[src/verilog/csr_consts.svh]
// ************************************************
// CSR constants
// ************************************************
`ifndef CSR_CONSTS_SVH
`define CSR_CONSTS_SVH

// Identification values, MXL=1 with the I extension
`define CSR_MISA_VALUE          32'h4000_0100
`define CSR_MVENDORID           32'd0
`define CSR_MARCHID             32'd0
`define CSR_MIMPID              32'd1
`define CSR_MHARTID             32'd0

// Exception and interrupt cause codes
`define CSR_EXC_ILLEGAL_INSTR   5'd2
`define CSR_IRQ_CODE_MSI        5'd3
`define CSR_IRQ_CODE_MTI        5'd7
`define CSR_IRQ_CODE_MEI        5'd11

// mstatus fields
`define CSR_MSTATUS_MIE_BIT     3
`define CSR_MSTATUS_MPIE_BIT    7
`define CSR_MSTATUS_MPP_LO      11
`define CSR_MSTATUS_MPP_HI      12
`define CSR_MSTATUS_MPRV_BIT    17

// mip and mie layout
`define CSR_MSI_BIT             3
`define CSR_MTI_BIT             7
`define CSR_MEI_BIT             11

`define CSR_MCAUSE_IRQ_BIT      31

`endif

[src/verilog/csr_pkg.sv]
// ************************************************
// CSR subsystem types
// ************************************************
package csr_pkg;

    typedef logic [11:0] csr_addr_t;
    typedef logic [31:0] word_t;

    // Supported machine CSR addresses
    typedef enum logic [11:0] {
        CSR_MSTATUS       = 12'h300,
        CSR_MISA          = 12'h301,
        CSR_MIE           = 12'h304,
        CSR_MTVEC         = 12'h305,
        CSR_MCOUNTEREN    = 12'h306,
        CSR_MSTATUSH      = 12'h310,
        CSR_MCOUNTINHIBIT = 12'h320,
        CSR_MSCRATCH      = 12'h340,
        CSR_MEPC          = 12'h341,
        CSR_MCAUSE        = 12'h342,
        CSR_MTVAL         = 12'h343,
        CSR_MIP           = 12'h344,
        CSR_MCYCLE        = 12'hB00,
        CSR_MINSTRET      = 12'hB02,
        CSR_MCYCLEH       = 12'hB80,
        CSR_MINSTRETH     = 12'hB82,
        CSR_MVENDORID     = 12'hF11,
        CSR_MARCHID       = 12'hF12,
        CSR_MIMPID        = 12'hF13,
        CSR_MHARTID       = 12'hF14
    } csr_t;

    typedef enum logic [1:0] {
        PRIV_LVL_U = 2'b00,
        PRIV_LVL_M = 2'b11
    } priv_lvl_e;

    typedef struct packed {
        logic      mie;
        logic      mpie;
        priv_lvl_e mpp;
        logic      mprv;
    } mstatus_t;

    // Mode 0 is direct, 1 is vectored
    typedef struct packed {
        logic [29:0] base;
        logic [1:0]  mode;
    } mtvec_t;

    typedef struct packed {
        logic m_software;
        logic m_timer;
        logic m_external;
    } irqs_t;

    typedef struct packed {
        logic       irq;
        logic [4:0] code;
    } mcause_t;

    typedef enum logic [1:0] {
        CSR_RW,
        CSR_RS,
        CSR_RC
    } csr_op_e;

    // CSR instruction from the core, wdata is rs1 or the immediate
    typedef struct packed {
        logic      valid;
        csr_op_e   op;
        csr_addr_t addr;
        word_t     wdata;
    } csr_req_t;

    typedef struct packed {
        logic       valid;
        logic [4:0] code;
    } exc_req_t;

    typedef struct packed {
        logic  valid;
        word_t pc;
    } redirect_t;

endpackage

[src/verilog/perf_counter.sv]
// ************************************************
// 64-bit performance counter
// ************************************************
`timescale 1ns/1ps

module perf_counter
import csr_pkg::*;
(
    input  logic        clk_i,
    input  logic        rstn_i,
    input  logic        inc_en_i,
    input  logic        we_i,
    input  logic        weh_i,
    input  word_t       w_value_i,
    output logic [63:0] value_o
);

    logic [63:0] count_d, count_q;

    // A write to either half wins over counting
    always_comb
    begin
        count_d = count_q;
        if (we_i || weh_i)
        begin
            if (we_i)
                count_d[31:0] = w_value_i;
            if (weh_i)
                count_d[63:32] = w_value_i;
        end
        else if (inc_en_i)
        begin
            count_d = count_q + 64'd1;
        end
    end

    always_ff @(posedge clk_i or negedge rstn_i)
    begin
        if (!rstn_i)
            count_q <= '0;
        else
            count_q <= count_d;
    end

    assign value_o = count_q;

endmodule

[src/verilog/cs_registers.sv]
// ************************************************
// Machine mode CSR register file
// ************************************************
`timescale 1ns/1ps
`include "csr_consts.svh"

module cs_registers
import csr_pkg::*;
(
    input  logic      clk_i,
    input  logic      rstn_i,
    input  logic      csr_re_i,
    input  csr_addr_t csr_raddr_i,
    output word_t     csr_rdata_o,
    input  logic      csr_we_i,
    input  csr_addr_t csr_waddr_i,
    input  word_t     csr_wdata_i,
    output logic      csr_illegal_o,
    output word_t     csr_mepc_o,
    output mtvec_t    csr_mtvec_o,
    output mstatus_t  csr_mstatus_o,
    output priv_lvl_e current_plvl_o,
    output irqs_t     irq_pending_o,
    input  logic      csr_mret_i,
    input  logic      is_trap_i,
    input  mcause_t   mcause_i,
    input  word_t     exc_pc_i,
    input  logic      irq_software_i,
    input  logic      irq_timer_i,
    input  logic      irq_external_i,
    input  logic      instr_ret_i
);

    csr_t csr_raddr, csr_waddr, access_addr;
    logic addr_known, csr_wen;

    priv_lvl_e plvl_d, plvl_q;
    mstatus_t  mstatus_d, mstatus_q;
    mtvec_t    mtvec_d, mtvec_q;
    irqs_t     mie_d, mie_q, mip;
    mcause_t   mcause_d, mcause_q;
    word_t     mscratch_d, mscratch_q;
    word_t     mepc_d, mepc_q;
    word_t     mtval_d, mtval_q;
    // Bit 0 inhibits mcycle, bit 1 inhibits minstret
    logic [1:0] inhibit_d, inhibit_q;

    logic [63:0] mcycle, minstret;
    logic mcycle_we, mcycleh_we, minstret_we, minstreth_we;

    assign csr_raddr = csr_t'(csr_raddr_i);
    assign csr_waddr = csr_t'(csr_waddr_i);
    assign access_addr = csr_we_i ? csr_waddr : csr_raddr;

    always_comb
    begin
        case (access_addr)
            CSR_MSTATUS, CSR_MISA, CSR_MIE, CSR_MTVEC, CSR_MCOUNTEREN,
            CSR_MSTATUSH, CSR_MCOUNTINHIBIT, CSR_MSCRATCH, CSR_MEPC,
            CSR_MCAUSE, CSR_MTVAL, CSR_MIP, CSR_MCYCLE, CSR_MINSTRET,
            CSR_MCYCLEH, CSR_MINSTRETH, CSR_MVENDORID, CSR_MARCHID,
            CSR_MIMPID, CSR_MHARTID:
                addr_known = 1'b1;
            default:
                addr_known = 1'b0;
        endcase
    end

    // Address space 0xC00 and up is read-only
    assign csr_illegal_o = (csr_re_i || csr_we_i) &&
                           (!addr_known || plvl_q == PRIV_LVL_U ||
                            (csr_we_i && csr_waddr_i[11:10] == 2'b11));
    assign csr_wen = csr_we_i && !csr_illegal_o;

    assign mip = '{m_software: irq_software_i, m_timer: irq_timer_i,
                   m_external: irq_external_i};

    always_comb
    begin
        csr_rdata_o = '0;
        if (csr_re_i && !csr_illegal_o)
        begin
            case (csr_raddr)
                CSR_MSTATUS:
                begin
                    csr_rdata_o[`CSR_MSTATUS_MIE_BIT] = mstatus_q.mie;
                    csr_rdata_o[`CSR_MSTATUS_MPIE_BIT] = mstatus_q.mpie;
                    csr_rdata_o[`CSR_MSTATUS_MPP_HI:`CSR_MSTATUS_MPP_LO] = mstatus_q.mpp;
                    csr_rdata_o[`CSR_MSTATUS_MPRV_BIT] = mstatus_q.mprv;
                end
                CSR_MIE:
                begin
                    csr_rdata_o[`CSR_MSI_BIT] = mie_q.m_software;
                    csr_rdata_o[`CSR_MTI_BIT] = mie_q.m_timer;
                    csr_rdata_o[`CSR_MEI_BIT] = mie_q.m_external;
                end
                CSR_MIP:
                begin
                    csr_rdata_o[`CSR_MSI_BIT] = mip.m_software;
                    csr_rdata_o[`CSR_MTI_BIT] = mip.m_timer;
                    csr_rdata_o[`CSR_MEI_BIT] = mip.m_external;
                end
                CSR_MCAUSE:
                begin
                    csr_rdata_o[`CSR_MCAUSE_IRQ_BIT] = mcause_q.irq;
                    csr_rdata_o[4:0] = mcause_q.code;
                end
                CSR_MISA:          csr_rdata_o = `CSR_MISA_VALUE;
                CSR_MVENDORID:     csr_rdata_o = `CSR_MVENDORID;
                CSR_MARCHID:       csr_rdata_o = `CSR_MARCHID;
                CSR_MIMPID:        csr_rdata_o = `CSR_MIMPID;
                CSR_MHARTID:       csr_rdata_o = `CSR_MHARTID;
                CSR_MTVEC:         csr_rdata_o = mtvec_q;
                CSR_MSCRATCH:      csr_rdata_o = mscratch_q;
                CSR_MEPC:          csr_rdata_o = mepc_q;
                CSR_MTVAL:         csr_rdata_o = mtval_q;
                CSR_MCOUNTINHIBIT: csr_rdata_o = {29'd0, inhibit_q[1], 1'b0, inhibit_q[0]};
                CSR_MCYCLE:        csr_rdata_o = mcycle[31:0];
                CSR_MCYCLEH:       csr_rdata_o = mcycle[63:32];
                CSR_MINSTRET:      csr_rdata_o = minstret[31:0];
                CSR_MINSTRETH:     csr_rdata_o = minstret[63:32];
                default:;
            endcase
        end
    end

    always_comb
    begin
        plvl_d = plvl_q;
        mstatus_d = mstatus_q;
        mtvec_d = mtvec_q;
        mie_d = mie_q;
        inhibit_d = inhibit_q;
        mscratch_d = mscratch_q;
        mepc_d = mepc_q;
        mcause_d = mcause_q;
        mtval_d = mtval_q;

        if (csr_wen)
        begin
            case (csr_waddr)
                CSR_MSTATUS:
                begin
                    mstatus_d.mie = csr_wdata_i[`CSR_MSTATUS_MIE_BIT];
                    mstatus_d.mpie = csr_wdata_i[`CSR_MSTATUS_MPIE_BIT];
                    // Only M and U exist, anything else falls back to U
                    mstatus_d.mpp = (csr_wdata_i[`CSR_MSTATUS_MPP_HI:`CSR_MSTATUS_MPP_LO] ==
                                     PRIV_LVL_M) ? PRIV_LVL_M : PRIV_LVL_U;
                    mstatus_d.mprv = csr_wdata_i[`CSR_MSTATUS_MPRV_BIT];
                end
                CSR_MTVEC:
                    mtvec_d = '{base: csr_wdata_i[31:2], mode: {1'b0, csr_wdata_i[0]}};
                CSR_MIE:
                begin
                    mie_d.m_software = csr_wdata_i[`CSR_MSI_BIT];
                    mie_d.m_timer = csr_wdata_i[`CSR_MTI_BIT];
                    mie_d.m_external = csr_wdata_i[`CSR_MEI_BIT];
                end
                CSR_MCOUNTINHIBIT: inhibit_d = {csr_wdata_i[2], csr_wdata_i[0]};
                CSR_MSCRATCH:      mscratch_d = csr_wdata_i;
                CSR_MEPC:          mepc_d = {csr_wdata_i[31:2], 2'b00};
                CSR_MCAUSE:        mcause_d = '{irq: csr_wdata_i[31], code: csr_wdata_i[4:0]};
                CSR_MTVAL:         mtval_d = csr_wdata_i;
                default:;
            endcase
        end

        if (csr_mret_i)
        begin
            plvl_d = mstatus_q.mpp;
            mstatus_d.mie = mstatus_q.mpie;
            mstatus_d.mpie = 1'b1;
            mstatus_d.mpp = PRIV_LVL_U;
            if (mstatus_q.mpp != PRIV_LVL_M)
                mstatus_d.mprv = 1'b0;
        end
        else if (is_trap_i)
        begin
            // Stack the interrupt enable and privilege, then enter M
            plvl_d = PRIV_LVL_M;
            mstatus_d.mpie = mstatus_q.mie;
            mstatus_d.mie = 1'b0;
            mstatus_d.mpp = plvl_q;
            mcause_d = mcause_i;
            mepc_d = exc_pc_i;
            mtval_d = '0;
        end
    end

    always_ff @(posedge clk_i or negedge rstn_i)
    begin
        if (!rstn_i)
        begin
            plvl_q <= PRIV_LVL_M;
            mstatus_q <= '{mie: 1'b0, mpie: 1'b1, mpp: PRIV_LVL_U, mprv: 1'b0};
            mtvec_q <= '0;
            mie_q <= '0;
            inhibit_q <= '0;
            mscratch_q <= '0;
            mepc_q <= '0;
            mcause_q <= '0;
            mtval_q <= '0;
        end
        else
        begin
            plvl_q <= plvl_d;
            mstatus_q <= mstatus_d;
            mtvec_q <= mtvec_d;
            mie_q <= mie_d;
            inhibit_q <= inhibit_d;
            mscratch_q <= mscratch_d;
            mepc_q <= mepc_d;
            mcause_q <= mcause_d;
            mtval_q <= mtval_d;
        end
    end

    assign mcycle_we    = csr_wen && (csr_waddr == CSR_MCYCLE);
    assign mcycleh_we   = csr_wen && (csr_waddr == CSR_MCYCLEH);
    assign minstret_we  = csr_wen && (csr_waddr == CSR_MINSTRET);
    assign minstreth_we = csr_wen && (csr_waddr == CSR_MINSTRETH);

    perf_counter u_mcycle
    (
        .clk_i     (clk_i),
        .rstn_i    (rstn_i),
        .inc_en_i  (~inhibit_q[0]),
        .we_i      (mcycle_we),
        .weh_i     (mcycleh_we),
        .w_value_i (csr_wdata_i),
        .value_o   (mcycle)
    );

    perf_counter u_minstret
    (
        .clk_i     (clk_i),
        .rstn_i    (rstn_i),
        .inc_en_i  (instr_ret_i & ~inhibit_q[1]),
        .we_i      (minstret_we),
        .weh_i     (minstreth_we),
        .w_value_i (csr_wdata_i),
        .value_o   (minstret)
    );

    assign csr_mepc_o = mepc_q;
    assign csr_mtvec_o = mtvec_q;
    assign csr_mstatus_o = mstatus_q;
    assign current_plvl_o = plvl_q;
    assign irq_pending_o = mip & mie_q;

endmodule

[src/verilog/csr_access.sv]
// ************************************************
// CSR instruction access unit
// ************************************************
`timescale 1ns/1ps

module csr_access
import csr_pkg::*;
(
    input  csr_req_t  csr_req_i,
    input  word_t     csr_rdata_i,
    output logic      csr_re_o,
    output logic      csr_we_o,
    output csr_addr_t csr_addr_o,
    output word_t     csr_wdata_o,
    output word_t     csr_rdata_o
);

    logic operand_nz;

    assign operand_nz = |csr_req_i.wdata;

    // Every valid request reads, the result is the old value
    assign csr_re_o = csr_req_i.valid;
    assign csr_addr_o = csr_req_i.addr;
    assign csr_rdata_o = csr_rdata_i;

    always_comb
    begin
        csr_we_o = 1'b0;
        csr_wdata_o = csr_req_i.wdata;
        case (csr_req_i.op)
            CSR_RW:
            begin
                csr_we_o = csr_req_i.valid;
            end
            CSR_RS:
            begin
                // Set and clear with a zero operand leave the CSR alone
                csr_we_o = csr_req_i.valid && operand_nz;
                csr_wdata_o = csr_rdata_i | csr_req_i.wdata;
            end
            CSR_RC:
            begin
                csr_we_o = csr_req_i.valid && operand_nz;
                csr_wdata_o = csr_rdata_i & ~csr_req_i.wdata;
            end
            default:;
        endcase
    end

endmodule

[src/verilog/trap_ctrl.sv]
// ************************************************
// Trap and return controller
// ************************************************
`timescale 1ns/1ps
`include "csr_consts.svh"

module trap_ctrl
import csr_pkg::*;
(
    input  exc_req_t  exc_req_i,
    input  logic      csr_illegal_i,
    input  logic      mret_i,
    input  word_t     cur_pc_i,
    input  mstatus_t  mstatus_i,
    input  mtvec_t    mtvec_i,
    input  word_t     mepc_i,
    input  irqs_t     irq_pending_i,
    output logic      is_trap_o,
    output mcause_t   mcause_o,
    output word_t     exc_pc_o,
    output logic      mret_o,
    output redirect_t redirect_o
);

    logic       irq_take;
    logic [4:0] irq_code;
    word_t      trap_base;

    assign trap_base = {mtvec_i.base, 2'b00};
    assign irq_take = mstatus_i.mie && (|irq_pending_i);
    assign exc_pc_o = cur_pc_i;

    // External first, then software, then timer
    always_comb
    begin
        if (irq_pending_i.m_external)
            irq_code = `CSR_IRQ_CODE_MEI;
        else if (irq_pending_i.m_software)
            irq_code = `CSR_IRQ_CODE_MSI;
        else
            irq_code = `CSR_IRQ_CODE_MTI;
    end

    always_comb
    begin
        is_trap_o = 1'b0;
        mret_o = 1'b0;
        mcause_o = '0;
        redirect_o = '0;

        if (mret_i)
        begin
            mret_o = 1'b1;
            redirect_o = '{valid: 1'b1, pc: mepc_i};
        end
        else if (exc_req_i.valid || csr_illegal_i)
        begin
            is_trap_o = 1'b1;
            mcause_o.code = exc_req_i.valid ? exc_req_i.code : `CSR_EXC_ILLEGAL_INSTR;
            redirect_o = '{valid: 1'b1, pc: trap_base};
        end
        else if (irq_take)
        begin
            is_trap_o = 1'b1;
            mcause_o = '{irq: 1'b1, code: irq_code};
            redirect_o.valid = 1'b1;
            // Vectored mode jumps to base + 4 * cause
            if (mtvec_i.mode == 2'd1)
                redirect_o.pc = trap_base + {25'd0, irq_code, 2'b00};
            else
                redirect_o.pc = trap_base;
        end
    end

endmodule

[src/verilog/csr_unit_top.sv]
// ************************************************
// Machine CSR subsystem top
// ************************************************
`timescale 1ns/1ps

module csr_unit_top
import csr_pkg::*;
(
    input  logic      clk_i,
    input  logic      rstn_i,
    input  csr_req_t  csr_req_i,
    input  exc_req_t  exc_req_i,
    input  logic      mret_i,
    input  word_t     cur_pc_i,
    input  logic      irq_software_i,
    input  logic      irq_timer_i,
    input  logic      irq_external_i,
    input  logic      instr_ret_i,
    output word_t     csr_rdata_o,
    output logic      csr_illegal_o,
    output redirect_t redirect_o,
    output priv_lvl_e priv_o
);

    logic      csr_re, csr_we, csr_illegal;
    csr_addr_t csr_addr;
    word_t     csr_wdata, csr_rdata;

    // Register state toward the trap controller
    word_t    mepc;
    mtvec_t   mtvec;
    mstatus_t mstatus;
    irqs_t    irq_pending;

    logic    is_trap, mret;
    mcause_t mcause;
    word_t   exc_pc;

    assign csr_illegal_o = csr_illegal;

    csr_access u_access
    (
        .csr_req_i   (csr_req_i),
        .csr_rdata_i (csr_rdata),
        .csr_re_o    (csr_re),
        .csr_we_o    (csr_we),
        .csr_addr_o  (csr_addr),
        .csr_wdata_o (csr_wdata),
        .csr_rdata_o (csr_rdata_o)
    );

    cs_registers u_regs
    (
        .clk_i          (clk_i),
        .rstn_i         (rstn_i),
        .csr_re_i       (csr_re),
        .csr_raddr_i    (csr_addr),
        .csr_rdata_o    (csr_rdata),
        .csr_we_i       (csr_we),
        .csr_waddr_i    (csr_addr),
        .csr_wdata_i    (csr_wdata),
        .csr_illegal_o  (csr_illegal),
        .csr_mepc_o     (mepc),
        .csr_mtvec_o    (mtvec),
        .csr_mstatus_o  (mstatus),
        .current_plvl_o (priv_o),
        .irq_pending_o  (irq_pending),
        .csr_mret_i     (mret),
        .is_trap_i      (is_trap),
        .mcause_i       (mcause),
        .exc_pc_i       (exc_pc),
        .irq_software_i (irq_software_i),
        .irq_timer_i    (irq_timer_i),
        .irq_external_i (irq_external_i),
        .instr_ret_i    (instr_ret_i)
    );

    trap_ctrl u_trap
    (
        .exc_req_i     (exc_req_i),
        .csr_illegal_i (csr_illegal),
        .mret_i        (mret_i),
        .cur_pc_i      (cur_pc_i),
        .mstatus_i     (mstatus),
        .mtvec_i       (mtvec),
        .mepc_i        (mepc),
        .irq_pending_i (irq_pending),
        .is_trap_o     (is_trap),
        .mcause_o      (mcause),
        .exc_pc_o      (exc_pc),
        .mret_o        (mret),
        .redirect_o    (redirect_o)
    );

endmodule

[config.mk]
export PLATFORM = sky130hd
export DESIGN_NAME = csr_unit_top
export DESIGN_NICKNAME = d
export VERILOG_FILES = /design/src/verilog/csr_pkg.sv /design/src/verilog/perf_counter.sv /design/src/verilog/cs_registers.sv /design/src/verilog/csr_access.sv /design/src/verilog/trap_ctrl.sv /design/src/verilog/csr_unit_top.sv
export VERILOG_INCLUDE_DIRS = /design/src /design/src/verilog
export SDC_FILE = /design/constraint.sdc
export NUM_CORES = 1
export LEC_CHECK = 0
export ABC_CLOCK_PERIOD_IN_PS = 10900
export BUFFER_PORTS_ARGS = -buffer_cell sky130_fd_sc_hd__buf_2
export CORE_MARGIN = 3
export CORE_UTILIZATION = 50
export DETAILED_ROUTE_END_ITERATION = 6
export PLACE_DENSITY = 0.69
export SETUP_SLACK_MARGIN = 0.1
export SLEW_MARGIN = 20
export SYNTH_ARGS = -nofsm -noshare
export SYNTH_HDL_FRONTEND = slang
export SYNTH_HIERARCHICAL = 1
export SYNTH_SLANG_ARGS = --single-unit
[constraint.sdc]
create_clock -name clk_i -period 10.9 [get_ports clk_i]
set_input_delay 2.18 -clock clk_i [delete_from_list [all_inputs] [get_ports clk_i]]
set_output_delay 2.18 -clock clk_i [all_outputs]
set_load 0.1 [all_outputs]
After elaboration in Yosys (flattened, before gate mapping)
Index checks and enable logic that the tools add are counted.
{ "totals": {"reg_bits": 273, "out_inout_bits": 68, "elab_cells": 156} }
{ "classes": {"n_addsub": 3, "n_eq_ne": 30, "n_mux": 60, "bitwise_logic": 6, "n_reduce_logical": 37} }
{ "ops": {"columns": ["op", "count"], "rows": [
  ["2-to-1 mux 32 bit", 14],
  ["2-to-1 mux 64 bit", 4],
  ["equality test 12 x 10 -> 1 bit (second input constant)", 12],
  ["adder 64 x 1 -> 64 bit (second input constant)", 2],
  ["one-hot mux 13 bit (9 select lines)", 1],
  ["2-to-1 mux 33 bit", 3],
  ["equality test 12 bit (second input constant)", 8],
  ["one-hot mux 32 bit (2 select lines)", 1],
  ["2-to-1 mux 6 bit", 6],
  ["one-hot mux 1 bit (9 select lines)", 4],
  ["one-hot mux 3 bit (11 select lines)", 1],
  ["adder 32 x 7 -> 32 bit", 1],
  ["bitwise AND 32 bit", 1],
  ["inverter 32 bit", 1],
  ["bitwise OR 32 bit", 1],
  ["one-hot mux 4 bit (8 select lines)", 1],
  ["OR reduction 32 bit", 1],
  ["one-hot mux 3 bit (9 select lines)", 1],
  ["2-to-1 mux 5 bit", 5],
  ["one-hot mux 1 bit (11 select lines)", 2],
  ["OR reduction 20 bit", 1],
  ["AND reduction 2 bit", 9],
  ["one-hot mux 2 bit (8 select lines)", 1],
  ["!= test 2 bit (second input constant)", 6],
  ["19 further kinds", 49]
]} }

Logic depth before layout (Yosys ltp)
Gate-level depths: netlist of run 1.
{ "logic_depth": {"word_depth": 18, "depth_mapped": 24, "ltp_nobuf": 19} }

Cells and area by module
The synthesis of run 1 kept the hierarchy.
{ "modules_own_cells": {"columns": ["module", "n_inst", "cells_each", "area_per_inst_um2", "seq_area_each_um2"], "rows": [
  ["perf_counter", 2, 530, 4254.1, 1601.5],
  ["cs_registers", 1, 824, 8349.3, 3632.2],
  ["trap_ctrl", 1, 237, 1462.7, 0.0],
  ["csr_access", 1, 174, 1071.0, 0.0]
]} }

Least setup slack after synthesis of run 1
No wires, ideal clock.
{ "synth_path": {"path_kind": "in2out", "from": "input port csr_req_i[44] in the netlist's numbering", "to": "output port redirect_o[15] in the netlist's numbering", "arrival_ns": 8.435, "required_time_ns": 8.720, "slack_ns": 0.285, "cell_stages": 17, "path_buffers": 4, "cell_sequence": "inv_1 > ha_1 > buf_2 > nor2_1 > nor4b_1 > buf_2 > mux2_2 > o2111ai_1 > o21a_1 > nand3_1 > a21oi_1 > nor2_1 > nand2_1 > nand2_1 > buf_2 > clkbuf_1 > o21ai_0"} }
{ "synth_rtl": {"columns": ["element", "line", "rtl"], "rows": [
  ["from (decl)", "csr_unit_top.sv:11", "input csr_req_t csr_req_i,"],
  ["to (decl)", "csr_unit_top.sv:21", "output redirect_t redirect_o,"]
]} }

==> summary.txt, run 1 <==
Worst setup path
  – Flop2flop setup slack: 6.61 ns
  – Critical Path Source Type: primary input
  – Worst EP required: 8.72 ns
  – Crit Path Category: in2out
  – CP endpoint kind: output port
  – Worst EP arrival: 7.61 ns
  – Worst Path Max Fanout: 24

STA
  – Min Hold Slack: 0.5078 ns
  – Final min period: 9.789 ns
  – Number of max-slew violations in the final report: 0
  – Slew @ Worst Pin: 1.227 ns
  – Worst Clk Skew: 0.02708 ns
  – RSZ-0062 raised after global routing: no
  – # setup viols final: 0
  – Highest clock rate: 102.2 MHz
  – Setup slack after layout: 1.111 ns
  – Slew headroom: 0.1818
  – Final Cycle Share: 0.8981
  – Final TNS setup: 0 ns
  – Final hold vios: 0

Logic synthesis
  – Synthesized area per cell: 8.449 um2
  – Synth Area in Compound Gates: 0.2002
  – Top cell type's share of synthesized area: 0.3484
  – EDFF count, synth: 0
  – Seq/Total Area, Yosys: 0.3525
  – Top-count cell post-synth: dfrtp_1
  – XOR/XNOR Fraction of Synth Area: 0.02575
  – Largest family of logic cells by synthesized area: simple AND/OR/NAND/NOR gates
  – #FFs+latches synth: 273
  – Cells taking the most area after synthesis: dfrtp_1, nand2_1, mux2i_1
  – Leading area contributor after synthesis: dfrtp_1
  – Post-synthesis mux area share: 0.08253
  – Net Count, Synth: 2396
  – Synth top cells by count: dfrtp_1, nand2_1, nor2_1
  – Most used DFF post-synth: dfrtp_1
  – Unique cell type count in the Yosys netlist: 91
  – Adder-cell area share of the yosys netlist: 0.005807
  – Cells after synthesis: 2295
  – FFs w/ async S/R, synth: 1.000
  – Synth Area in Simple Gates: 0.2637
  – Post-Syn Area: 19390 um2
  – Synth warn: 6

Power and ir drop
  – VDD IR-drop max: 0.00008967 V
  – Cell area power density: 128.0 nW/um2
  – Reported leakage power: 8.459 nW
  – Power, Total: 2.728 mW

Floorplanning
  – Die Height: 202.9 um
  – Ports: 160
  – Die X: 202.9 um
  – Die Area: 41180 um2
  – Initial core utilization: 0.5112
  – Area of the core: 37930 um2
  – Num rows: 71

Hold path
  – Hold WC Path Type: reg2reg

Detailed routing
  – Post-route ant nets: 0
  – Via count: 20510
  – Routed len/inst: 31.22 um
  – Number of vias per cell: 7.156
  – DR DRC count: 0
  – First DRT Iteration DRCs: 3318
  – Routed WL: 89.48 mm
  – First-pass DRT Iterations: 7

Global route
  – Global-route wire length before repair: 130.0 mm
  – Total GRT Usage: 0.4235
  – Gr ovfl total: 0
  – Number of global-route vias before repair: 19000
  – Initial antenna violation count: 5
  – Largest net degree at the start of global routing: 147

Layout
  – Nets@finish: 2426
  – Post-route insts no fill: 2866
  – FILL cells: 3561
  – Fraction of layout cells with a size suffix above 1: 0.1793
  – Final Core Density: 0.5618
  – P&R area growth vs syn: 9.898%
  – Register area: 6835 um2
  – Area taken by multi-input logic gates: 11340 um2
  – Design area: 21310 um2

CTS
  – Cts repair resizes: 0
  – Setup Fix Bufs, Post-CTS: 0
  – Number of hold buffers added after CTS: 0
  – Clk slew on worst S/H paths: 0.05 ns
  – CTS root buf: clkbuf_16
  – CTS Buf Count: 34
  – CTS Sinks: 273
  – Clock Latency Late Sink: 0.55 ns
  – H-tree Lvls: 2
  – Clk buf depth: 3
  – CTS tree: done

Placement
  – Placed Cells: 2799
  – Gp weighted congestion: 0.9977
  – Setup WS pre-CTS: 1.214 ns
  – DPL Wire Length: 64.61 mm
  – Placement Cell Area: 20130 um2
  – Port buffer count: 159

Outcome
  – Status: complete, no violations

Job
  – Maxcap violations: 0
==> layer usage <==
metal | wire length (um) | share of wire | global-route usage | up-vias
li1 | - | - | - | 8668
met1 | 34900 | 0.39 | 0.5756 | 10040
met2 | 37240 | 0.42 | 0.6102 | 1504
met3 | 11670 | 0.13 | 0.1275 | 295
met4 | 5672 | 0.063 | 0.2178 | 0
met5 | 0 | 0 | 0 | -
==> cell families (layout without fill, tap and decap cells) <==
| family | count (synthesis) | after routing |
|---|---|---|
| AO/OA/AOI/OAI | 598 | 598 |
| XOR/XNOR | 57 | 57 |
| adder cells (fa/ha/maj) | 9 | 9 |
| buffers and inverters | 251 | 304 |
| flip-flops | 273 | 273 |
| multiplexers | 151 | 151 |
| other | 1 | 8 |
| AND/OR/NAND/NOR | 955 | 955 |
==> flip-flops by register name (all words and copies together), names as in the netlist <==
name / cells
u_regs/csr_mstatus_o: 5
u_regs/inhibit_q: 2
u_regs/mcause_q: 6
u_regs/u_mcycle/value_o: 64
u_regs/mscratch_q: 32
u_regs/csr_mepc_o: 32
u_regs/u_minstret/value_o: 64
u_regs/current_plvl_o: 2
u_regs/mie_q: 3
u_regs/mtval_q: 32
u_regs/csr_mtvec_o: 31
==> report_power, final <==
group	internal (mW)	switching (mW)
Clock	0.696	0.476
Combinational	0.102	0.316
Sequential	1.06	0.0800
==> layout by cell type (no fill, tap or decap), types with 15 or more instances in the layout <==
master     count
nand4_1      104
nor2b_1       24
or3_1         26
xnor2_1       29
o22a_1        16
o211ai_1      15
dfrtp_1      270
a222oi_1      25
nand2b_1      49
o21ai_0      125
mux2i_1       80
nand3_1       96
nor2_1       179
a21oi_1      144
a31oi_1       46
mux2_2        71
xor2_1        28
and3_1        28
buf_2        158
or2_2         15
nand2_1      216
nor4_1        47
or4_1         28
a22oi_1       79
o22ai_1       19
inv_1         31
and2_1        19
nor3_1        44
buf_4         51
clkbuf_16     35
==> path summary, 6_finish.rpt <==
path                       cells past startpoint                     start                             to
setup / recovery                              18             csr_req_i[25]                 redirect_o[14]
hold / removal                                 1     u_regs/mscratch_q[25]          u_regs/mscratch_q[25]
setup reg to reg                              10  u_regs/current_plvl_o[0]  u_regs/u_minstret/value_o[61]
hold reg to reg                                1     u_regs/mscratch_q[25]          u_regs/mscratch_q[25]
max in group asynchronous                      3                    rstn_i           u_regs/csr_mepc_o[5]
min in group asynchronous                      1                    rstn_i             u_regs/mtval_q[26]
==> worst max-delay path: stages <==
cell and delay, ns:
buf_2 0.11, nor4_1 0.81, nand4_1 0.25, nor3_1 0.26
nor4b_2 0.10, buf_4 0.22, or3b_2 0.45, a22oi_1 0.25
a32oi_1 0.08, or2_1 0.24, nand3_1 0.10, a21oi_1 0.21
or4b_1 0.74, a211oi_2 0.61, nand4_1 0.20, xor2_1 0.18
o21ai_1 0.15, buf_2 0.45
==> cell type report <==
type,count,area share
multi-input combinational,1771,0.5320
clock buffer,50,0.04797
inverter,33,0.005813
timing repair buffer,212,0.05801
sequential,273,0.3207
antenna,7,0.0008220
tap,511,0.03000
clock inverter,9,0.004638
Note: power is estimated with default switching activity, not from simulation.
==> run 2: changes to the inputs <==
--- a/config.mk
+++ b/config.mk
@@ -9,9 +9,8 @@
 export ABC_CLOCK_PERIOD_IN_PS = 10900
 export BUFFER_PORTS_ARGS = -buffer_cell sky130_fd_sc_hd__buf_2
 export CORE_MARGIN = 3
-export CORE_UTILIZATION = 50
+export CORE_UTILIZATION = 43
 export DETAILED_ROUTE_END_ITERATION = 6
-export PLACE_DENSITY = 0.69
 export SETUP_SLACK_MARGIN = 0.1
 export SLEW_MARGIN = 20
 export SYNTH_ARGS = -nofsm -noshare
==> run 2 against run 1 <==
  * The flow now finishes with violations (DRC)
  * Sequential cell count stayed put
  * Core utilization decreased by 7.8 points
  * Critical path depth unchanged
  * Count of clock-buffer cells in the layout increased by 7
  * Sequential share of layout area fell by 0.25 points
  * First-iteration DRC count decreased by 16%
  * Worst hold slack got worse by 0.0013 ns
  * Final area is 0.79% higher
  * Setup slack worse by 0.15 ns
  * Combinational power barely moved
  * Critical path type unchanged
  * Critical endpoint unchanged
  * Largest cell class unchanged
==> summary.txt, run 2 (synthesized netlist as in run 1, its figures left out) <==
Outcome
  – Status: finished, violations left
  – Failing checks: DRC

Floorplanning
  – Area of the core: 44410 um2
  – Die Height: 218.4 um
  – Die X: 218.4 um
  – Ports: 160
  – Num rows: 77
  – Initial core utilization: 0.4366
  – Die Area: 47680 um2

CTS
  – CTS root buf: clkbuf_16
  – Clk slew on worst S/H paths: 0.06 ns
  – H-tree Lvls: 2
  – Clock Latency Late Sink: 0.56 ns
  – Number of hold buffers added after CTS: 0
  – Setup Fix Bufs, Post-CTS: 0
  – Clk buf depth: 3
  – Cts repair resizes: 0
  – CTS tree: done
  – CTS Buf Count: 34
  – CTS Sinks: 273

Worst setup path
  – Flop2flop setup slack: 6.45 ns
  – Worst EP arrival: 7.76 ns
  – Reg-to-Reg Start: u_regs/current_plvl_o[0]
  – CP endpoint kind: output port
  – R2R Path End: u_regs/csr_mepc_o[31]
  – Worst EP required: 8.72 ns
  – Critical Path Source Type: primary input
  – Worst Path Max Fanout: 24
  – FF-to-FF path depth: 12
  – Crit Path Category: in2out

STA
  – Final hold vios: 0
  – RSZ-0062 raised after global routing: no
  – Worst Clk Skew: 0.02624 ns
  – Highest clock rate: 100.6 MHz
  – # setup viols final: 0
  – Final TNS setup: 0 ns
  – Slew @ Worst Pin: 1.246 ns
  – Setup slack after layout: 0.9628 ns
  – Final min period: 9.937 ns
  – Final Cycle Share: 0.9117
  – Number of max-slew violations in the final report: 0
  – Slew headroom: 0.1619

Placement
  – Setup WS pre-CTS: 1.251 ns
  – Gp weighted congestion: 1.019
  – DPL Wire Length: 65.08 mm
  – Port buffer count: 159
  – Placement Cell Area: 20280 um2

Detailed routing
  – Routed len/inst: 30.45 um
  – Via count: 20190
  – Routed WL: 89.78 mm
  – Post-route ant nets: 0
  – First-pass DRT Iterations: 7
  – First DRT Iteration DRCs: 2799
  – Number of vias per cell: 6.850
  – DR DRC count: 2

Layout
  – Area taken by multi-input logic gates: 11340 um2
  – Nets@finish: 2432
  – Leading cell type in the layout, fill and taps excluded: dfrtp_1
  – Fraction of layout cells with a size suffix above 1: 0.1813
  – Register area: 6835 um2
  – FILL cells: 4304
  – Most frequent cells in the layout: dfrtp_1, nand2_1, nor2_1
  – Design area: 21480 um2
  – P&R area growth vs syn: 10.76%

Hold path
  – Hold Crit Endpoint: u_regs/mscratch_q[4]
  – Hold Crit Start: u_regs/mscratch_q[4]
  – Hold WC Path Type: reg2reg
  – Hold path cells: 1

Power and ir drop
  – Cell area power density: 129.1 nW/um2
  – Power, Total: 2.774 mW
  – VDD IR-drop max: 0.0001223 V
  – Reported leakage power: 8.502 nW

Job
  – Maxcap violations: 0

Global route
  – Number of global-route vias before repair: 19100
  – Global-route wire length before repair: 130.7 mm
  – Initial antenna violation count: 3
  – Gr ovfl total: 0
  – Total GRT Usage: 0.3700
  – Largest net degree at the start of global routing: 78
[run 2: cell count changes in the layout (fill, tap and decap cells not counted), moves of 2 or more]
cell / delta
buf_4: +8
clkinv_2: -6
diode_2: -6
clkbuf_8: +3
and3_2: +2
clkbuf_1: +2
clkbuf_16: +2
[run 2: worst max-delay path, stage by stage]
cell	delay (ns)
buf_2	0.19
nor4_1	1.02
nand4_1	0.20
nor3_1	0.30
nor4b_2	0.10
buf_4	0.22
or3b_2	0.46
a22oi_1	0.23
o2111ai_1	0.16
o21a_1	0.15
nand3_1	0.09
a21oi_1	0.18
or4b_1	0.75
a211oi_2	0.53
nand4_1	0.20
xor2_1	0.20
o21ai_1	0.14
buf_2	0.44
[run 2: per-layer routing]
layer	vias up	GRT usage	routed length, um
met5	-	0	18
met2	1423	0.5342	37540
li1	8646	-	-
met3	283	0.09121	10060
met1	9840	0.4992	35970
met4	2	0.2235	6193
[run 2: power breakdown]
| part | internal [mW] | switching [mW] |
|---|---|---|
| logic | 0.102 | 0.317 |
| registers | 1.06 | 0.0768 |
| clock network | 0.746 | 0.474 |
| total | 1.91 | 0.868 |
[run 2: through the flow]
| step | cells | utilization | hold WS (ns) |
|---|---|---|---|
| 6_report | 2948 | 0.4836 | 0.5065 |
| 5_1_grt | 2947 | 0.4835 | 0.5290 |
| 4_1_cts | 2947 | 0.4834 | 0.5066 |
| 3_5_place_dp | 2887 | 0.4567 | 0.4935 |
| 3_3_place_gp | 2887 | 0.4566 | 0.4866 |
| 2_1_floorplan | 2295 | - | 0.4797 |
[run 2: area by class of cell]
type	instances	area share
Antenna cell	1	0.0001165
Clock buffer	57	0.05220
Clock inverter	3	0.003204
Inverter	33	0.005767
Multi-Input combinational cell	1771	0.5278
Sequential cell	273	0.3182
Tap cell	592	0.03449
Timing Repair Buffer	218	0.05814
[run 2: worst max path at each step]
stage	startpoint	end	slack, ns	depth (start not counted)
after floorplan	csr_req_i[44]	redirect_o[15]	0.29	17
after global placement	csr_req_i[16]	redirect_o[29]	1.35	18
after detailed placement	csr_req_i[16]	redirect_o[31]	1.25	18
after CTS	csr_req_i[16]	redirect_o[14]	1.22	18
after global routing	csr_req_i[16]	redirect_o[14]	0.90	18
final	csr_req_i[16]	redirect_o[14]	0.96	18
